==> config.mk <==
export PLATFORM = sky130hd
export DESIGN_NAME = crc_accumulator
export DESIGN_NICKNAME = d
export VERILOG_FILES = /design/src/crc_pkg.sv /design/src/crc_accumulator.sv /design/src/crc_parallel.sv /design/src/crc_comb.sv
export SDC_FILE = /design/constraint.sdc
export NUM_CORES = 1
export LEC_CHECK = 0
export ABC_AREA = 0
export BUFFER_PORTS_ARGS = -buffer_cell sky130_fd_sc_hd__buf_2
export CORE_MARGIN = 2
export CORE_UTILIZATION = 45
export CTS_CLUSTER_DIAMETER = 150
export CTS_CLUSTER_SIZE = 16
export DETAILED_ROUTE_END_ITERATION = 6
export HOLD_SLACK_MARGIN = 0.05
export PLACE_DENSITY = 0.68
export SLEW_MARGIN = 0
export SYNTH_ARGS = -nofsm -noshare
export SYNTH_HDL_FRONTEND = slang
export SYNTH_SLANG_ARGS = --single-unit
==> constraint.sdc <==
create_clock -name clk -period 6.98 [get_ports clk]
set_clock_uncertainty 0.05 [all_clocks]
set_input_delay 1.396 -clock clk [delete_from_list [all_inputs] [get_ports clk]]
set_output_delay 1.396 -clock clk [all_outputs]
set_load 0.03 [all_outputs]
==> src/crc_pkg.sv <==
package crc_pkg;

	localparam int CRC_MAX     = 32;                 // Widest CRC the datapath handles
	localparam int BYTE_W      = 8;                  // One stream beat
	localparam int TRAILER_MAX = CRC_MAX / BYTE_W;   // Check value bytes at full width
	localparam int LEN_W       = 16;
	localparam int FILL_W      = $clog2(TRAILER_MAX + 1);

	typedef logic [CRC_MAX-1:0] crc_t;    // Right-justified CRC, poly, init or XOR value
	typedef logic [BYTE_W-1:0]  byte_t;
	typedef logic [1:0]         size_code_t;
	typedef logic [LEN_W-1:0]   len_t;    // Frame byte count
	typedef logic [FILL_W-1:0]  fill_t;   // Trailer buffer occupancy

	// Width select, trailer length is code plus one
	localparam size_code_t SIZE_8  = 2'd0;
	localparam size_code_t SIZE_16 = 2'd1;
	localparam size_code_t SIZE_24 = 2'd2;
	localparam size_code_t SIZE_32 = 2'd3;

	// Thermometer mask with the low CRC-width bits set
	function automatic crc_t size_mask(input size_code_t size);
		crc_t mask;
		unique case (size)
			SIZE_8:
				mask = 32'h0000_00ff;
			SIZE_16:
				mask = 32'h0000_ffff;
			SIZE_24:
				mask = 32'h00ff_ffff;
			SIZE_32:
				mask = 32'hffff_ffff;
		endcase
		return mask;
	endfunction

endpackage
==> src/crc_accumulator.sv <==
`timescale 1ns/1ps

module crc_accumulator (
	input  logic                clk,
	input  logic                rst,
	input  logic                frame_start,
	input  crc_pkg::byte_t      payload_byte,
	input  logic                payload_valid,
	input  crc_pkg::crc_t       crc_poly,
	input  crc_pkg::crc_t       crc_init,
	input  crc_pkg::size_code_t crc_size,
	output crc_pkg::crc_t       crc_running
);

	crc_pkg::crc_t       width_mask;
	crc_pkg::crc_t       crc_seed;
	crc_pkg::crc_t       crc_next;
	crc_pkg::crc_t       crc_q;
	crc_pkg::size_code_t frame_size;   // Width in force for the open frame
	logic                seed_pending; // No payload byte seen yet in this frame

	assign width_mask = crc_pkg::size_mask(crc_size);

	// First payload byte starts from the programmed init value
	assign crc_seed = seed_pending ? crc_init : crc_q;

	crc_parallel
	#(
		.CRC_SIZE      (crc_pkg::CRC_MAX),
		.FRAME_SIZE    (crc_pkg::BYTE_W)
	) u_step
	(
		.data_in       (payload_byte),
		.crc_init      (crc_seed),
		.crc_poly      (crc_poly),
		.crc_poly_size (width_mask),
		.crc_out       (crc_next)
	);

	always_ff @(posedge clk)
	begin
		if (rst)
			seed_pending <= 1'b1;
		else if (frame_start)
			seed_pending <= 1'b1;
		else if (payload_valid)
			seed_pending <= 1'b0;
	end

	always_ff @(posedge clk)
	begin
		if (payload_valid)
		begin
			crc_q <= crc_next;
			if (seed_pending)
				frame_size <= crc_size;
		end
	end

	assign crc_running = crc_q;

	// Width must stay put from the first payload byte to the last
	a_size_stable : assert property (@(posedge clk) disable iff (rst)
		payload_valid && !seed_pending |-> crc_size == frame_size)
		else $error("crc_size changed inside a frame");

endmodule

==> src/crc_parallel.sv <==
`timescale 1ns/1ps

module crc_parallel
#(
	parameter int CRC_SIZE   = crc_pkg::CRC_MAX,  // Width of the CRC datapath
	parameter int FRAME_SIZE = crc_pkg::BYTE_W    // Data bits consumed per step
)(
	input  crc_pkg::byte_t data_in,
	input  crc_pkg::crc_t  crc_init,       // Right-justified start value
	input  crc_pkg::crc_t  crc_poly,       // Right-justified polynomial
	input  crc_pkg::crc_t  crc_poly_size,  // Thermometer, low width bits set
	output crc_pkg::crc_t  crc_out         // Right-justified result
);

	logic [CRC_SIZE-1:0] chain [0:FRAME_SIZE];
	logic [CRC_SIZE-1:0] init_top;
	logic [CRC_SIZE-1:0] poly_top;
	logic [CRC_SIZE-1:0] size_rev;

	// Move init and poly up so their MSB sits at the register top
	for (genvar m = 0; m < CRC_SIZE; m++)
	begin : g_justify
		logic [CRC_SIZE-1:0] pick;

		// One-hot on the source bit that lands in position m
		assign pick = (crc_poly_size >> (CRC_SIZE - m - 1)) &
			~(crc_poly_size >> (CRC_SIZE - m));

		assign init_top[m] = |(crc_init & pick);
		assign poly_top[m] = |(crc_poly & pick);
	end

	assign chain[0] = init_top;

	for (genvar i = 0; i < FRAME_SIZE; i++)
	begin : g_step
		crc_comb
		#(
			.CRC_SIZE      (CRC_SIZE),
			.MASK          ({CRC_SIZE{1'b1}})
		) u_comb
		(
			.data_in       (data_in[FRAME_SIZE-1-i]),  // MSB first
			.crc_in        (chain[i]),
			.crc_poly      (poly_top),
			.crc_poly_size (crc_poly_size[CRC_SIZE-2:0]),
			.crc_out       (chain[i+1])
		);
	end

	// Bring the top-justified result back down to bit 0
	for (genvar l = 0; l < CRC_SIZE; l++)
	begin : g_out
		logic [CRC_SIZE-1:0] take;

		assign size_rev[l] = crc_poly_size[CRC_SIZE-1-l];
		assign take = (size_rev << l) & ~(size_rev << (l + 1));
		assign crc_out[l] = |(chain[FRAME_SIZE] & take);
	end

endmodule

==> src/crc_comb.sv <==
`timescale 1ns/1ps

module crc_comb
#(
	parameter int                  CRC_SIZE = crc_pkg::CRC_MAX,  // Register width
	parameter logic [CRC_SIZE-1:0] MASK     = '1                 // Bits the size mask may clear
)(
	input  logic                data_in,        // One data bit, MSB-first order
	input  crc_pkg::crc_t       crc_in,         // Top-justified CRC from the previous step
	input  crc_pkg::crc_t       crc_poly,       // Top-justified polynomial taps
	input  logic [CRC_SIZE-2:0] crc_poly_size,  // Thermometer of the selected width
	output crc_pkg::crc_t       crc_out
);

	logic [CRC_SIZE-2:0] size_rev;
	logic [CRC_SIZE-2:0] mask_rev;
	logic [CRC_SIZE-2:0] keep;
	logic [CRC_SIZE-1:0] feedback;

	for (genvar i = 0; i < CRC_SIZE - 1; i++)
	begin : g_rev
		assign size_rev[i] = crc_poly_size[CRC_SIZE-2-i];
		assign mask_rev[i] = MASK[CRC_SIZE-2-i];
	end

	// Shifted bits that land below the active CRC field are dropped
	assign keep = size_rev | ~mask_rev;

	assign feedback = crc_poly & {CRC_SIZE{crc_in[CRC_SIZE-1] ^ data_in}};

	assign crc_out = {(crc_in[CRC_SIZE-2:0] & keep) ^ feedback[CRC_SIZE-1:1], feedback[0]};

endmodule

# After elaboration in Yosys (flattened, before gate mapping)
# Index checks and enable logic that the tools add are counted.
# totals
reg_bits	33
# op_classes
eq_ne	3
bitwise	252
n_reduce_logical	98
mux	2
# op_table
op	count
32-bit bitwise AND	134
32-bit OR reduction	96
32-bit NOT	31
31-bit bitwise AND	8
31-bit XOR	8
32-bit case mux with 4 select lines	1
32-bit by 1-bit bitwise AND with 32-bit output	2
10-bit by 32-bit bitwise AND with 32-bit output	1
11-bit by 32-bit bitwise AND with 32-bit output	1
12-bit by 32-bit bitwise AND with 32-bit output	1
13-bit by 32-bit bitwise AND with 32-bit output	1
14-bit by 32-bit bitwise AND with 32-bit output	1
15-bit by 32-bit bitwise AND with 32-bit output	1
16-bit by 32-bit bitwise AND with 32-bit output	1
17-bit by 32-bit bitwise AND with 32-bit output	1
18-bit by 32-bit bitwise AND with 32-bit output	1
19-bit by 32-bit bitwise AND with 32-bit output	1
2-bit by 32-bit bitwise AND with 32-bit output	1
20-bit by 32-bit bitwise AND with 32-bit output	1
21-bit by 32-bit bitwise AND with 32-bit output	1
22-bit by 32-bit bitwise AND with 32-bit output	1
23-bit by 32-bit bitwise AND with 32-bit output	1
24-bit by 32-bit bitwise AND with 32-bit output	1
25-bit by 32-bit bitwise AND with 32-bit output	1
50 further kinds	58

# Longest topological paths before layout
# depth
word_depth	32
mapped_depth	23
ltp_nobuf	17

# Hierarchy
# Synthesis repeated with hierarchy kept, for this count alone.
# hier_totals
cells_unflattened	2391
hier_area_um2	16369.4
# by_module_without_submodules
mod	cells_per_inst	instances	area_per_inst_um2	seq_area_each_um2
crc_parallel	1531	1	10251.1	0.0
crc_comb	98	8	570.5	0.0
crc_accumulator	76	1	1554.0	980.9

# Least setup slack after synthesis
# Ideal clock, no wire load.
# synth_path
kind	input port to flip-flop
startpoint	input crc_size[1]
endpoint	register crc_q[10] (netlist: crc_running[10]) (data pin)
setup_slack_ns	0.872
cell_stages	19
setup_ns	0.261
path_buffers	3
required_time_ns	6.669
arrival_ns	5.797
path_cell_list	buf_4 > mux2_1 > mux2_2 > o211a_1 > nor2_2 > o32ai_1 > o31a_1 > o2111a_1 > or3_4 > a211o_1 > a21bo_2 > a2111oi_2 > and4bb_1 > xor2_1 > buf_4 > buf_6 > nand2_1 > xnor2_1 > a221o_1
# synth_via
elab_chain_cells	32
# synth_lines
item	line_no	source
start, declared	crc_accumulator.sv:11	input crc_pkg::size_code_t crc_size,
2-bit == test, or another cell as far along	crc_pkg.sv:24	unique case (size)
32-bit case mux with 4 select lines *	crc_pkg.sv:24	
31-bit NOT with 32-bit output	crc_parallel.sv:27	~(crc_poly_size >> (CRC_SIZE - m));
32-bit bitwise AND	crc_parallel.sv:26	assign pick = (crc_poly_size >> (CRC_SIZE - m - 1)) &
32-bit bitwise AND	crc_parallel.sv:29	assign init_top[m] = |(crc_init & pick);
32-bit OR reduction	crc_parallel.sv:29	
1-bit XOR	crc_comb.sv:29	assign feedback = crc_poly & {CRC_SIZE{crc_in[CRC_SIZE-1] ^ data_in}};
32-bit bitwise AND	crc_comb.sv:29	
[17 not listed]	-	
32-bit bitwise AND	crc_comb.sv:29	
31-bit XOR	crc_comb.sv:31	assign crc_out = {(crc_in[CRC_SIZE-2:0] & keep) ^ feedback[CRC_SIZE-1:1], feedback[0]};
1-bit XOR	crc_comb.sv:29	
32-bit bitwise AND	crc_comb.sv:29	
31-bit XOR	crc_comb.sv:31	
32-bit bitwise AND *	crc_parallel.sv:58	assign crc_out[l] = |(chain[FRAME_SIZE] & take);
32-bit OR reduction *	crc_parallel.sv:58	
named net crc_next[10]	crc_accumulator.sv:17	crc_pkg::crc_t crc_next;
end signal, assigned	crc_accumulator.sv:54	crc_q <= crc_next;
end, declared	crc_accumulator.sv:18	crc_pkg::crc_t crc_q;
# The timed path passes the listed nets; every way through them passes the cells marked *. The select of a mux whose other input is x is not followed.
# A chain may end at the register's enable or synchronous reset.

# Worst setup path after layout
# layout_path
startpoint	input crc_size[1]
endpoint	register crc_q[4] (netlist: crc_running[4]) (data pin)
# The elaborated chain is that of the path after synthesis.

==> flow_summary_export.csv <==
group,metric,value,unit
setup_path,r2r_end,"crc_running[4]",
cts,cts_tree,"yes",
setup_path,cp_max_fo,17,
yosys,ys_warn_count,0,
timing,setup_viol,0,
setup_path,critPathMaxStageDelay,0.54,ns
timing,hold_viol,0,
drt,avgViaCountPerCell,6.17,
yosys,avgSynthCellArea,7.42,sq um
yosys,synth_top_area_share,20.9,%
yosys,synthTopCellsByArea,"xnor2_1 (21%), edfxtp_1 (12%), nand2_1 (11%)",
pwr,sw_frac_of_total,54.2,%
flow_run,maxCapViolations,0,
yosys,yosysUniqueCellTypes,85,
hold_path,hold_depth,3,
drt,drt_pass1_iterations,5,
hold_path,hp-class,"reg2reg",
layout,finish.utilization,52.6,%
die,start_util,45.6,%
drt,drt_iter0_markers,954,
setup_path,crit_start,"crc_size[1]",
yosys,async_flop_share,0,%
pwr,internal-power,2.60,mW
yosys,synth_area_leader_cell,"xnor2_1",
timing,finalWorstSetupSlack,0.326,ns
setup_path,critPathLaunchType,"input port",
place,place_congestion,0.930,
layout,stdcell_count,1378,
setup_path,cp-end-kind,"register",
place,numPortBuffers,109,
layout,final_nets,1230,
setup_path,r2r_slack,0.75,ns
cts,cts_buffers,5,
cts,clock_sinks,33,
timing,drv_slew,0,
layout,area_growth,15.1,%
cts,ctsLongestPathBuffers,2,
layout,num_antenna_cells,0,
hold_path,min_to,"seed_pending",
timing,whs,1.03,ns
place,placedCellCount,1370,
cts,path_clk_slew,0.06,ns
die,die_area,0.0185,sq mm
pwr,p_leak,3.59,nW
yosys,yosysMostFrequentCell,"nand2_1",
yosys,syn_inst,1056,
cts,insertion_delay,0.29,ns
drt,wl,29500,um
drt,avgRoutedWirePerCell,21.4,um
layout,final_area,0.00903,sq mm
setup_path,critPathBufInv,2,
yosys,ys.flop_type,"edfxtp_1",
pwr,clockPowerShare,4.6,%
timing,fin_crit,6.65,ns
yosys,synth_edf_count,32,
pwr,p_per_area,630,mW/mm^2
setup_path,r2r-start,"seed_pending",
setup_path,required,7.00,ns
place,place_area,0.00883,sq mm
setup_path,cp_top_family,"compound AO/OA/AOI/OAI gates",
drt,vias,8505,
place,detailed_place_hpwl,22500,um
status,status,"complete, no violations",
cts,cts-root-buf,"clkbuf_16",
setup_path,path_cells,"buf_2 -> nand2_1 -> o22ai_1 -> or3_1 -> o211ai_2 -> o22ai_1 -> nor3_1 -> xor2_1 -> xnor3_1 -> a211o_1 -> a21bo_2 -> nand2_1 -> buf_4 -> nor3_1 -> a211oi_1 -> xnor3_1 -> a222oi_1",
timing,worst_pin_slew,0.991,ns
die,die-width,136,um
timing,rsz0062_at_grt,"no",
die,rows,48,
pwr,power.net_switching,3.09,mW
setup_path,critPathKind,"in2reg",
timing,max_freq,150,MHz
grt,antenna_found_initial,0,
pwr,p_seq_share,8.9,%
die,io_pins,110,
layout,layout-drive-gt1-share,21.4,%
cts,hold_buffers,0,
timing,max-slew-margin-rel,33.6,%
yosys,synth-seq-area-share,12.5,%
cts,htree_levels,2,
timing,setup_tns,0,ns
yosys,synth_fp_nets,1134,
grt,grt_max_degree,39,
yosys,synth-seq-cells,33,
grt,grtUsageTotal,31.5,%
place,post-place-ws,0.0751,ns
pwr,p_total,5.69,mW
die,die_h,136,um
die,core_area,0.0172,sq mm
pwr,share_comb_of_total_power,86.5,%
grt,grt_pass1_vias,7728,
hold_path,min-delay-start,"seed_pending",
setup_path,crit_slowest_cell,"xnor3_1",
yosys,synth_commonest_cells,"nand2_1 (227), xnor2_1 (187), nor2_1 (87)",
timing,min_period_over_period,95.3,%
grt,grt_pass1_wl,44700,um
setup_path,arrival,6.68,ns
drt,antenna_left,0,
grt,grt_overflow_total,0,
pwr,ir_drop,350,uV
yosys,synth_area,0.00784,sq mm
drt,drc,0,
cts,post_cts_buffers,0,
setup_path,rr_worst_depth,16,
-- cell families (layout without fill, tap and decap cells) --
kind of cell | Yosys count | in the layout | synth area share, %
buffers and inverters | 91 | 188 | 5.01
xor gates and xnor gates | 232 | 232 | 27.2
AOI/OAI and AO/OA | 193 | 193 | 17.6
DFF | 33 | 33 | 12.5
and+or+nand+nor | 423 | 423 | 23.6
muxes | 84 | 84 | 14.2
-- layout make-up --
class,count,area [sq um]
Fill cell,1700,8150
Clock buffer,5,125
Sequential cell,33,982
Clock inverter,3,46.3
Inverter,11,41.3
Tap cell,225,282
Multi-Input combinational cell,932,6530
Timing Repair Buffer,169,1020
-- registers in the layout, indices dropped and copies added (netlist names) --
name,flops
crc_running,32
seed_pending,1
-- metal layers --
metal  GRT usage [%]  vias up  part of all wire [%]
met3            5.41       76                    12
met2            49.6      533                    45
met4            11.0        0                   3.8
met5               0        -                     0
met1            43.6     3998                    40
li1                -     3898                     -
-- cells in the final DEF, fill, tap and decap left out, types with 6 or more instances in the layout --
master / instances
and2_1: 14
mux2i_1: 42
nand3_1: 20
buf_4: 58
o221ai_1: 7
inv_1: 11
xnor3_1: 6
nor4_1: 6
nor2_1: 87
nand2_1: 227
mux4_2: 17
a22o_1: 6
o22ai_1: 19
a211oi_1: 9
xor2_1: 36
mux2_2: 19
nor3_1: 28
xnor2_1: 184
a31oi_1: 6
o21ai_0: 27
a221oi_1: 8
buf_2: 109
edfxtp_1: 32
a21oi_1: 40
a22oi_1: 9
-- worst min-delay path: stages, from the launching register on --
cell and delay (ns):
dfxtp_2 0.53, buf_4 0.35, inv_1 0.08, o21ai_0 0.07
-- how the worst max path moves through the flow --
stage                           end  slack, ns  cells after the start
floorplan           crc_running[10]       0.87                     19
global placement     crc_running[9]       0.09                     18
detailed placement  crc_running[20]       0.08                     20
CTS                  crc_running[4]       0.31                     19
global route         crc_running[4]       0.03                     16
finish               crc_running[4]       0.33                     17
-- power groups by stage --
stage / Clock, mW / Sequential (mW) / Combinational (mW)
floorplan: 0 / 0.679 / 3.32
global placement: 0 / 0.505 / 4.77
detailed placement: 0 / 0.507 / 4.78
CTS: 0.262 / 0.507 / 4.82
global route: 0.271 / 0.520 / 5.23
finish: 0.262 / 0.508 / 4.92
-- timing repair --
item | CTS | global route
endpoints found under the hold margin | 0 | 0
resized for setup | 0 | 3
endpoints found under the setup margin | 0 | 2
(Power assumes the default switching activity.)
